**src/source/adc_seek_pkg.sv**
```systemverilog
package adc_seek_pkg;

    ////////////////////
    // frame geometry
    ////////////////////
    localparam int SAMPLE_W         = 10;
    localparam int SAMPLES_PER_LANE = 8;
    localparam int LANE_NUM         = 4;

    // test pattern is a ramp, +8 per clock on every sample
    localparam logic [SAMPLE_W-1:0] RAMP_STEP = 10'd8;

    // input delay line
    localparam int TAP_W = 9;
    localparam logic [TAP_W-1:0] TAP_MAX = 9'd511;

    ////////////////////
    // sequencer timing, clk_div cycles
    ////////////////////
    localparam int CNT_W = 16;
    localparam logic [CNT_W-1:0] DETECT_WORDS   = 16'd64;
    localparam logic [CNT_W-1:0] CLEAR_LEN      = 16'd2;
    localparam logic [CNT_W-1:0] IODELAY_SETTLE = 16'd32;
    localparam logic [CNT_W-1:0] SERDES_SETTLE  = 16'd16;
    localparam logic [CNT_W-1:0] ADC_RST_LEN    = 16'd10;

    ////////////////////
    // types
    ////////////////////
    typedef logic [SAMPLES_PER_LANE*SAMPLE_W-1:0] lane_word_t;

    typedef struct packed {
        lane_word_t a;
        lane_word_t b;
        lane_word_t c;
        lane_word_t d;
    } adc_frame_t;

    typedef logic [TAP_W-1:0] tap_t;

    typedef struct packed {
        tap_t first_tap;
        tap_t end_tap;
        logic first_valid;
        logic end_valid;
    } win_result_t;

    typedef struct packed {
        logic iodelay_rst;
        logic spi_rstn;
        logic test_mode;
    } seek_ctrl_t;

    // one-cycle strobes to the tap register
    typedef struct packed {
        logic tap_clear;
        logic tap_step;
        logic mark_first;
        logic mark_end;
        logic load_center;
    } tap_cmd_t;

    typedef enum logic [3:0] {
        IDLE,
        ADC_CONFIG,
        TAP_LOAD,
        TAP_SETTLE,
        LOCK_WAIT,
        DETECT,
        DECIDE,
        CENTER_LOAD,
        CENTER_SETTLE,
        ADC_RESET,
        ADC_WAIT,
        NORMAL
    } seek_state_t;

endpackage

```
**src/source/adc_seek_top.sv**
```systemverilog
`timescale 1ns/10ps

module adc_seek_top
(
    input  logic                       clk_div,
    input  logic                       en_buf_adc_data,
    input  logic                       sd_locked,
    input  logic                       adc_ready,
    input  adc_seek_pkg::adc_frame_t   adc_data,
    output adc_seek_pkg::tap_t         tap_value,
    output adc_seek_pkg::seek_ctrl_t   ctrl,
    output logic                       win_ok_all,
    output adc_seek_pkg::win_result_t  window,
    output adc_seek_pkg::seek_state_t  seek_state
);

    adc_seek_pkg::lane_word_t [adc_seek_pkg::LANE_NUM-1:0]  lane_words;
    logic [adc_seek_pkg::LANE_NUM-1:0]                      lane_error;
    logic                                                   ramp_error;
    logic                                                   check_clear;
    logic                                                   last_tap;
    adc_seek_pkg::tap_cmd_t                                 tap_cmd;

    // lane d at index 0, lane a at the top
    assign lane_words = adc_data;
    assign ramp_error = |lane_error;

    for (genvar l = 0; l < adc_seek_pkg::LANE_NUM; l++)
    begin : g_lane
        lane_ramp_checker i_checker
        (
            .clk_div         (clk_div),
            .en_buf_adc_data (en_buf_adc_data),
            .lane_in         (lane_words[l]),
            .check_clear     (check_clear),
            .lane_error      (lane_error[l])
        );
    end

    tap_window_register i_tap_reg
    (
        .clk_div         (clk_div),
        .en_buf_adc_data (en_buf_adc_data),
        .cmd             (tap_cmd),
        .last_tap        (last_tap),
        .tap             (tap_value),
        .result          (window)
    );

    seek_sequencer i_seq
    (
        .clk_div         (clk_div),
        .en_buf_adc_data (en_buf_adc_data),
        .sd_locked       (sd_locked),
        .adc_ready       (adc_ready),
        .ramp_error      (ramp_error),
        .tap             (tap_value),
        .result          (window),
        .cmd             (tap_cmd),
        .last_tap        (last_tap),
        .check_clear     (check_clear),
        .ctrl            (ctrl),
        .win_ok_all      (win_ok_all),
        .state           (seek_state)
    );

endmodule

```
**src/source/lane_ramp_checker.sv**
```systemverilog
`timescale 1ns/10ps

module lane_ramp_checker
(
    input  logic                      clk_div,
    input  logic                      en_buf_adc_data,
    input  adc_seek_pkg::lane_word_t  lane_in,
    input  logic                      check_clear,
    output logic                      lane_error
);

    adc_seek_pkg::lane_word_t                   prev_word;
    logic [adc_seek_pkg::SAMPLES_PER_LANE-1:0]  mismatch;
    logic [adc_seek_pkg::SAMPLES_PER_LANE-1:0]  err_flag;

    // previous word keeps updating during a clear too
    always_ff @(posedge clk_div or posedge en_buf_adc_data)
    begin
        if (en_buf_adc_data)
            prev_word <= '0;
        else
            prev_word <= lane_in;
    end

    for (genvar i = 0; i < adc_seek_pkg::SAMPLES_PER_LANE; i++)
    begin : g_sample
        logic [adc_seek_pkg::SAMPLE_W-1:0] expected;

        // wraps modulo 1024
        assign expected = prev_word[i*adc_seek_pkg::SAMPLE_W +: adc_seek_pkg::SAMPLE_W]
                          + adc_seek_pkg::RAMP_STEP;
        assign mismatch[i] =
            (lane_in[i*adc_seek_pkg::SAMPLE_W +: adc_seek_pkg::SAMPLE_W] != expected);
    end

    // sticky per sample until the sequencer clears
    always_ff @(posedge clk_div or posedge en_buf_adc_data)
    begin
        if (en_buf_adc_data)
            err_flag <= '0;
        else if (check_clear)
            err_flag <= '0;
        else
            err_flag <= err_flag | mismatch;
    end

    assign lane_error = |err_flag;

endmodule

```
**src/source/seek_sequencer.sv**
```systemverilog
`timescale 1ns/10ps

module seek_sequencer
(
    input  logic                       clk_div,
    input  logic                       en_buf_adc_data,
    input  logic                       sd_locked,
    input  logic                       adc_ready,
    input  logic                       ramp_error,
    input  adc_seek_pkg::tap_t         tap,
    input  adc_seek_pkg::win_result_t  result,
    output adc_seek_pkg::tap_cmd_t     cmd,
    output logic                       last_tap,
    output logic                       check_clear,
    output adc_seek_pkg::seek_ctrl_t   ctrl,
    output logic                       win_ok_all,
    output adc_seek_pkg::seek_state_t  state
);

    adc_seek_pkg::seek_state_t       state_nxt;
    adc_seek_pkg::seek_ctrl_t        ctrl_nxt;
    logic [adc_seek_pkg::CNT_W-1:0]  cnt;
    logic [adc_seek_pkg::CNT_W-1:0]  cnt_nxt;
    logic                            det_pass;
    logic                            det_pass_nxt;
    logic                            at_max;
    logic                            clean_done;

    assign at_max     = (tap == adc_seek_pkg::TAP_MAX);
    assign clean_done = (cnt == adc_seek_pkg::CLEAR_LEN + adc_seek_pkg::DETECT_WORDS - 1'b1);

    // checkers held clear outside DETECT and for its first cycles
    assign check_clear = (state != adc_seek_pkg::DETECT) || (cnt < adc_seek_pkg::CLEAR_LEN);

    ////////////////////
    // next state
    ////////////////////
    always_comb
    begin
        state_nxt    = state;
        cnt_nxt      = cnt;
        det_pass_nxt = det_pass;
        cmd          = '0;
        case (state)
            adc_seek_pkg::IDLE:
            begin
                cnt_nxt = '0;
                if (sd_locked)
                    state_nxt = adc_seek_pkg::ADC_CONFIG;
            end
            adc_seek_pkg::ADC_CONFIG:
            begin
                if (adc_ready)
                    state_nxt = adc_seek_pkg::TAP_LOAD;
            end
            adc_seek_pkg::TAP_LOAD:
            begin
                cnt_nxt   = '0;
                state_nxt = adc_seek_pkg::TAP_SETTLE;
            end
            adc_seek_pkg::TAP_SETTLE:
            begin
                cnt_nxt = cnt + 1'b1;
                if (cnt == adc_seek_pkg::IODELAY_SETTLE - 1'b1)
                begin
                    cnt_nxt   = '0;
                    state_nxt = adc_seek_pkg::LOCK_WAIT;
                end
            end
            adc_seek_pkg::LOCK_WAIT:
            begin
                // counter stays at zero until lock is seen
                if (cnt != '0 || sd_locked)
                    cnt_nxt = cnt + 1'b1;
                if (cnt == adc_seek_pkg::SERDES_SETTLE)
                begin
                    cnt_nxt   = '0;
                    state_nxt = adc_seek_pkg::DETECT;
                end
            end
            adc_seek_pkg::DETECT:
            begin
                cnt_nxt = cnt + 1'b1;
                if (cnt >= adc_seek_pkg::CLEAR_LEN && (ramp_error || clean_done))
                begin
                    det_pass_nxt = !ramp_error;
                    cnt_nxt      = '0;
                    state_nxt    = adc_seek_pkg::DECIDE;
                end
            end
            adc_seek_pkg::DECIDE:
            begin
                cnt_nxt = '0;
                if (det_pass && !result.first_valid)
                begin
                    cmd.mark_first = 1'b1;
                    cmd.mark_end   = at_max;
                    cmd.tap_step   = !at_max;
                    state_nxt = at_max ? adc_seek_pkg::CENTER_LOAD : adc_seek_pkg::TAP_LOAD;
                end
                else if (!det_pass && result.first_valid)
                begin
                    cmd.mark_end = 1'b1;
                    state_nxt    = adc_seek_pkg::CENTER_LOAD;
                end
                else if (!at_max)
                begin
                    cmd.tap_step = 1'b1;
                    state_nxt    = adc_seek_pkg::TAP_LOAD;
                end
                else if (det_pass)
                begin
                    cmd.mark_end = 1'b1;
                    state_nxt    = adc_seek_pkg::CENTER_LOAD;
                end
                else
                begin
                    // whole sweep failed, start over
                    cmd.tap_clear = 1'b1;
                    state_nxt     = adc_seek_pkg::IDLE;
                end
            end
            adc_seek_pkg::CENTER_LOAD:
            begin
                cmd.load_center = 1'b1;
                cnt_nxt         = '0;
                state_nxt       = adc_seek_pkg::CENTER_SETTLE;
            end
            adc_seek_pkg::CENTER_SETTLE:
            begin
                cnt_nxt = cnt + 1'b1;
                if (cnt == adc_seek_pkg::IODELAY_SETTLE - 1'b1)
                begin
                    cnt_nxt   = '0;
                    state_nxt = adc_seek_pkg::ADC_RESET;
                end
            end
            adc_seek_pkg::ADC_RESET:
            begin
                cnt_nxt = cnt + 1'b1;
                if (cnt == adc_seek_pkg::ADC_RST_LEN - 1'b1)
                begin
                    cnt_nxt   = '0;
                    state_nxt = adc_seek_pkg::ADC_WAIT;
                end
            end
            adc_seek_pkg::ADC_WAIT:
            begin
                if (adc_ready)
                    state_nxt = adc_seek_pkg::NORMAL;
            end
            adc_seek_pkg::NORMAL:
            begin
                state_nxt = adc_seek_pkg::NORMAL;
            end
            default:
            begin
                state_nxt = adc_seek_pkg::IDLE;
            end
        endcase
    end

    // control levels per state, registered below
    always_comb
    begin
        ctrl_nxt.iodelay_rst = (state == adc_seek_pkg::IDLE) ||
                               (state == adc_seek_pkg::TAP_LOAD) ||
                               (state == adc_seek_pkg::CENTER_LOAD);
        ctrl_nxt.spi_rstn    = (state != adc_seek_pkg::IDLE) &&
                               (state != adc_seek_pkg::ADC_RESET);
        ctrl_nxt.test_mode   = !(state inside {adc_seek_pkg::ADC_RESET,
                                               adc_seek_pkg::ADC_WAIT,
                                               adc_seek_pkg::NORMAL});
    end

    ////////////////////
    // registers
    ////////////////////
    always_ff @(posedge clk_div or posedge en_buf_adc_data)
    begin
        if (en_buf_adc_data)
        begin
            state      <= adc_seek_pkg::IDLE;
            cnt        <= '0;
            det_pass   <= 1'b0;
            last_tap   <= 1'b0;
            ctrl       <= '{iodelay_rst: 1'b1, spi_rstn: 1'b0, test_mode: 1'b1};
            win_ok_all <= 1'b0;
        end
        else
        begin
            state    <= state_nxt;
            cnt      <= cnt_nxt;
            det_pass <= det_pass_nxt;
            // one cycle behind the state, so a load pulse sees the tap already updated
            ctrl     <= ctrl_nxt;
            win_ok_all <= win_ok_all | (state == adc_seek_pkg::NORMAL);
            // set only when the last tap itself passed
            if (state == adc_seek_pkg::DETECT)
                last_tap <= at_max && !ramp_error;
        end
    end

endmodule

```
**src/source/tap_window_register.sv**
```systemverilog
`timescale 1ns/10ps

module tap_window_register
(
    input  logic                       clk_div,
    input  logic                       en_buf_adc_data,
    input  adc_seek_pkg::tap_cmd_t     cmd,
    input  logic                       last_tap,
    output adc_seek_pkg::tap_t         tap,
    output adc_seek_pkg::win_result_t  result
);

    logic [adc_seek_pkg::TAP_W:0]  center_sum;
    adc_seek_pkg::tap_t            end_value;

    // one extra bit so 511 + 511 does not wrap
    assign center_sum = {1'b0, result.first_tap} + {1'b0, result.end_tap};

    // window closed at the previous tap, unless the sweep ran out while passing
    assign end_value = last_tap ? tap : tap - 1'b1;

    ////////////////////
    // tap under sweep
    ////////////////////
    always_ff @(posedge clk_div or posedge en_buf_adc_data)
    begin
        if (en_buf_adc_data)
        begin
            tap <= '0;
        end
        else if (cmd.tap_clear)
        begin
            tap <= '0;
        end
        else if (cmd.load_center)
        begin
            // floor of the average
            tap <= center_sum[adc_seek_pkg::TAP_W:1];
        end
        else if (cmd.tap_step)
        begin
            tap <= tap + 1'b1;
        end
    end

    ////////////////////
    // window edges
    ////////////////////
    always_ff @(posedge clk_div or posedge en_buf_adc_data)
    begin
        if (en_buf_adc_data)
        begin
            result <= '0;
        end
        else if (cmd.tap_clear)
        begin
            result <= '0;
        end
        else
        begin
            // both marks can land together at the last tap
            if (cmd.mark_first)
            begin
                result.first_tap   <= tap;
                result.first_valid <= 1'b1;
            end
            if (cmd.mark_end)
            begin
                result.end_tap   <= end_value;
                result.end_valid <= 1'b1;
            end
        end
    end

endmodule

```
**config.mk**
```make
export PLATFORM = sky130hd
export DESIGN_NAME = adc_seek_top
export DESIGN_NICKNAME = d
export VERILOG_FILES = /design/src/source/adc_seek_pkg.sv /design/src/source/adc_seek_top.sv /design/src/source/lane_ramp_checker.sv /design/src/source/seek_sequencer.sv /design/src/source/tap_window_register.sv
export SDC_FILE = /design/constraint.sdc
export NUM_CORES = 1
export LEC_CHECK = 0
export ABC_AREA = 1
export BUFFER_PORTS_ARGS = -buffer_cell sky130_fd_sc_hd__buf_4
export CAP_MARGIN = 5
export CORE_UTILIZATION = 40
export DETAILED_ROUTE_END_ITERATION = 16
export PLACE_DENSITY = 0.56
export SYNTH_ARGS = -nofsm -noshare
export SYNTH_HDL_FRONTEND = slang
export SYNTH_HIERARCHICAL = 1
export SYNTH_SLANG_ARGS = --single-unit
```
**constraint.sdc**
```tcl
create_clock -name clk_div -period 4.51 [get_ports clk_div]
set_input_delay 1.353 -clock clk_div [delete_from_list [all_inputs] [get_ports clk_div]]
set_output_delay 1.353 -clock clk_div [all_outputs]
set_load 0.005 [all_outputs]
```
## After elaboration in Yosys (flattened, before gate mapping)

Index checks and enable logic that the tools add are counted.
Widths: inputs -> output; s select.

- Bits in registers: 407
- Bits of input ports: 324
- Word-level logic and storage cells: 198

- Add/sub/neg operators: 36
- Magnitude comparators: 2
- Equal/unequal tests: 59
- Multiplexer cells: 46
- Bitwise logic cells: 5
- Reduce and logical (&&, ||, !) cells: 29

Operators with widths:

| operator | count |
|---|---|
| $add 10x4->10 const B | 32 |
| $ne 10x10->1 | 32 |
| $mux 16 | 5 |
| $pmux 16 s5 | 1 |
| $mux 9 | 6 |
| $pmux 4 s12 | 1 |
| $mux 4 | 11 |
| $eq 16x5->1 const B | 2 |
| $mux 8 | 4 |
| $or 8x8->8 | 4 |
| $reduce_or 32->1 | 1 |
| $mux 20 | 1 |
| $add 16x1->16 const B | 1 |
| $eq 16x4->1 const B | 1 |
| $eq 16x7->1 const B | 1 |
| $eq 4x3->1 const B | 4 |
| $eq 4x4->1 const B | 4 |
| $ge 16x2->1 const B | 1 |
| $lt 16x2->1 const B | 1 |
| $reduce_bool 16->1 | 1 |
| $mux 1 | 13 |
| $add 9x9->10 | 1 |
| $ne 2x1->1 const B | 5 |
| $add 9x1->9 const B | 1 |
| other kinds (23) | 43 |

## Logic depth before layout (Yosys ltp)

- Word-level depth: 8
- Depth in mapped cells: 16
- Mapped depth without buffers: 15

## By module

Netlist, hierarchy kept.

Modules (own cells, without submodules):

| module | instances | cells each | area an instance (um^2) | seq. area each (um^2) |
|---|---|---|---|---|
| lane_ramp_checker | 4 | 648 | 4664.5 | 2202.1 |
| seek_sequencer | 1 | 366 | 2224.6 | 653.1 |
| tap_window_register | 1 | 294 | 2034.5 | 725.7 |
| adc_seek_top | 1 | 3 | 11.3 | 0.0 |

## Worst setup path after synthesis

OpenSTA, ideal clock, no wires.

- Path type: input to register
- Start: input sd_locked
- End: register i_seq/cnt[15] (netlist name)
- Library setup time: 0.123 ns
- Arrival time: 1.926 ns
- Data required time: 4.387 ns
- Path slack: 2.462 ns
- Stages on the path: 9
- Buffers on the path: 1
- Cell sequence: inv_1 -> nand3_1 -> nand2_1 -> nand2_4 -> buf_6 -> nand2_1 -> nand2_1 -> nand2_1 -> a21oi_1

- Cells in the longest elaborated chain, start to end: 3

Ends and longest elaborated chain:

| item | RTL line | RTL |
|---|---|---|
| start: declaration | adc_seek_top.sv:7 | `input logic sd_locked,` |
| $logic_or 1x1->1 | seek_sequencer.sv:73 | `if (cnt != '0 \|\| sd_locked)` |
| $ne 3x1->1 (no source line) | n/a |  |
| $reduce_and 2->1 (no source line) | n/a |  |
| end signal: assignment | seek_sequencer.sv:193 | `cnt <= cnt_nxt;` |
| end: declaration | seek_sequencer.sv:22 | `logic [adc_seek_pkg::CNT_W-1:0] cnt;` |

Every way passes these cells.
A chain may end at the register's enable or synchronous reset.

## Final worst setup path

- Start: register i_tap_reg.tap[4]
- End: output tap_value[4]

RTL lines:

| item | RTL line | RTL |
|---|---|---|
| start: declaration | tap_window_register.sv:9 | `output adc_seek_pkg::tap_t tap,` |
| start signal: assignment | tap_window_register.sv:38 | `tap <= center_sum[adc_seek_pkg::TAP_W:1];` |
| start signal: assignment | tap_window_register.sv:42 | `tap <= tap + 1'b1;` |
| end: declaration | adc_seek_top.sv:10 | `output adc_seek_pkg::tap_t tap_value,` |

No word-level cell between the ends.

==> flow_summary_export.csv <==
group,metric,value,unit
status,outcome,"complete, no violations",
timing,setup_tns,0,ns
grt,antenna_found_initial,15,
logic_synthesis,synth-warning-count,6,
worst_setup_path,worstReg2RegStart,"i_seq/state[0]",
die,ios,361,
worst_setup_path,max_stage_delay,0.62,ns
min_path,min_from,"i_seq/win_ok_all",
pwr,worst_ir_drop_vdd,261.6,uV
die,die_y,241.4,microns
cells_and_area,drive_above_1_share,0.1379,
timing,period_share,0.6103,
min_path,holdPathEnd,"i_seq/win_ok_all",
cells_and_area,finalNetCount,4030,
grt,track_usage,0.2020,
timing,maxSlewHeadroom,0.2292,
cts,clk_latency,0.58,ns
route,drcViolationCount,0,
timing,maxSlewViolCount,0,
cts,cts-buffers-inserted,50,
min_path,holdCritPathClass,"reg -> reg",
cts,root_buffer,"clkbuf_16",
placed_design,gp_congestion,0.8707,
placed_design,dp_cells,4363,
route,routed_wl,59030,microns
timing,setup_violations,0,
cells_and_area,fin_cells,4463,
logic_synthesis,ys_seq_area_frac,0.4443,
grt,grt_pass1_vias,19330,
pwr,p_leak,16.13,nW
logic_synthesis,synthFlopType,"dfrtp_1",
cts,htree_num_levels,2,
grt,grt_max_degree,64,
grt,overflow,0,
worst_setup_path,start_kind,"register",
route,wire_per_inst,13.23,microns
die,core,56500,sq um
die,dieArea,58280,sq um
route,first_pass_iters,5,
timing,hold_viol,0,
min_path,hold_depth,1,
worst_setup_path,crit_buf_inv,1,
placed_design,dpl.hpwl,45850,microns
timing,whs,0.4967,ns
die,die_w,241.4,microns
worst_setup_path,reg2reg_depth,6,
cells_and_area,area_growth,23.29,%
route,vias,20380,
worst_setup_path,cp_top_family,"flip-flops",
die,row_count,87,
logic_synthesis,ys_async_sr_fraction,1.000,
timing,fin_skew,0.01039,ns
cts,cts_tree,"yes",
worst_setup_path,r2r_setup_slack,2.04,ns
timing,worst_pin_slew,1.155,ns
placed_design,io_buffers,360,
logic_synthesis,syn-cell-area,22930,sq um
worst_setup_path,crit_required,3.16,ns
die,start_util,0.4058,
logic_synthesis,synth_cells,3255,
logic_synthesis,synth-seq-cells,407,
worst_setup_path,worstSetupEndpointType,"primary output",
cts,clk_pin_slew_worst_paths,0.06,ns
timing,finalCriticalPeriod,2.752,ns
pwr,cellPowerDensity,379.1,nW/um^2
route,antenna_left,0,
worst_setup_path,r2r-end,"g_lane[3].i_checker/err_flag[4]",
timing,max_freq,0.3633,GHz
worst_setup_path,cp.arrival,1.40,ns
timing,grt_setup_unrepaired,"no",
route,vias_per_cell,4.566,
cts,post-cts-setup-buffer-count,0,
logic_synthesis,synth.net_count,3626,
worst_setup_path,critPathMaxFanout,10,
cts,hold_buffers,0,
logic_synthesis,synth_edf_count,0,
flow_run,cap_viol_max_count,0,
cts,cts_resized,0,
logic_synthesis,synth.distinct_cells,38,
worst_setup_path,crit_chain,"buf_4",
worst_setup_path,criticalPathCategory,"reg -> out",
cts,cts_sinks,407,
worst_setup_path,critical_path.slowest_cell,"dfrtp_1",
grt,grt_first_pass_wirelength,94230,microns
route,drt_iter0_drc,942,
cts,clock_path_buffers,3,
logic_synthesis,syn_avg_cell_area,7.044,sq um
area by class of cell:
type | instances | area [sq um]
well taps | 756 | 945.9
fillers | 5529 | 28230
clock buffers | 77 | 1504
clock inverters | 14 | 178.9
inverters | 609 | 2293
multi-input cells | 2224 | 10350
diodes | 9 | 22.52
flip-flops and latches | 407 | 10190
repair buffers | 367 | 2780
cell families (layout without fill, tap and decap cells):
logic type | count (synthesis) | count (layout) | synth area share
other | 0 | 9 | 0
flip-flops | 407 | 407 | 0.4443
adder cells (fa/ha/maj) | 47 | 47 | 0.02598
XOR/XNOR | 135 | 135 | 0.05157
AO/OA/AOI/OAI | 139 | 139 | 0.03318
buffers and inverters | 624 | 1067 | 0.1042
AND/OR/NAND/NOR | 1903 | 1903 | 0.3408
through the flow:
stage                     utilization  worst slack, ns  power [W]  cell area, sq um
after floorplan                     -           0.8784   0.005851             22930
after global placement         0.4702            1.994   0.006643             26560
after detailed placement       0.4702            1.927   0.006702             26560
after CTS                      0.4999            1.748    0.01087             28240
after global routing           0.5002            1.712    0.01138             28260
final                          0.5003            1.758    0.01072             28270
cell usage in the layout (no fill, tap or decap), types with 6 or more instances in the layout:
master	n
o21bai_1	14
nor2_4	6
inv_1	589
nand4_1	18
dfrtp_1	405
buf_4	365
diode_2	9
clkbuf_16	51
nor4_1	8
a21oi_1	36
o21ai_0	65
clkbuf_8	13
o21ai_1	11
or2_2	17
nand3b_1	17
xor2_1	58
nand3_1	277
inv_2	13
nand2_2	9
o211ai_1	6
nand2_1	1138
xnor2_1	77
clkinv_2	9
ha_1	46
clkbuf_1	13
nor2_1	392
state kept, by name, indices dropped and copies added (netlist names):
name,flops
i_tap_reg/result,20
i_seq/state,4
i_tap_reg/tap,9
i_seq/win_ok_all,1
i_seq/last_tap,1
i_seq/det_pass,1
g_lane.i_checker/prev_word,320
i_seq/cnt,16
g_lane.i_checker/err_flag,32
i_seq/ctrl,3
Yosys cell counts (all sizes together) (4+ instances only):
library cell | count | area share
buf | 12 | 0.0040
dfrtp | 405 | 0.44
nor2 | 403 | 0.068
inv | 606 | 0.099
a21oi | 36 | 0.0079
xor2 | 58 | 0.022
nand2 | 1149 | 0.19
nor3 | 4 | 0.00087
ha | 46 | 0.025
nand4 | 18 | 0.0049
o211ai | 6 | 0.0020
o21ai | 77 | 0.017
nor4 | 8 | 0.0022
o21bai | 14 | 0.0046
or2 | 21 | 0.0057
nand3 | 283 | 0.063
xnor2 | 77 | 0.029
nand3b | 17 | 0.0056
worst max path at each step:
| stage | from | end | slack (ns) | cells after the start |
|---|---|---|---|---|
| final | i_tap_reg/tap[4] | tap_value[4] | 1.76 | 1 |
| after global routing | i_tap_reg/tap[2] | tap_value[2] | 1.71 | 1 |
| after CTS | i_tap_reg/tap[4] | tap_value[4] | 1.75 | 1 |
| after detailed placement | en_buf_adc_data | i_tap_reg/result[0] | 1.93 | 2 |
| after global placement | en_buf_adc_data | i_tap_reg/result[0] | 1.99 | 2 |
| after floorplan | en_buf_adc_data | g_lane[0].i_checker/err_flag[0] | 0.88 | 1 |
metal layers:
| layer | global-route usage | share of wire | wire, microns |
|---|---|---|---|
| met3 | 0.05105 | 0.066 | 3895 |
| met5 | 0 | 0.0018 | 106 |
| met2 | 0.3401 | 0.47 | 27710 |
| met1 | 0.2519 | 0.44 | 25940 |
| met4 | 0.06732 | 0.023 | 1379 |
report_power, final:
part	total, W	switching (W)	leakage, nW	internal [W]
clock network	0.00409	0.00158	0.826	0.00251
logic	0.00237	0.00143	10.4	0.000946
registers	0.00426	0.000323	4.92	0.00394
total	0.0107	0.00332	16.1	0.00739
No activity file was read; power rests on OpenSTA's default activity.
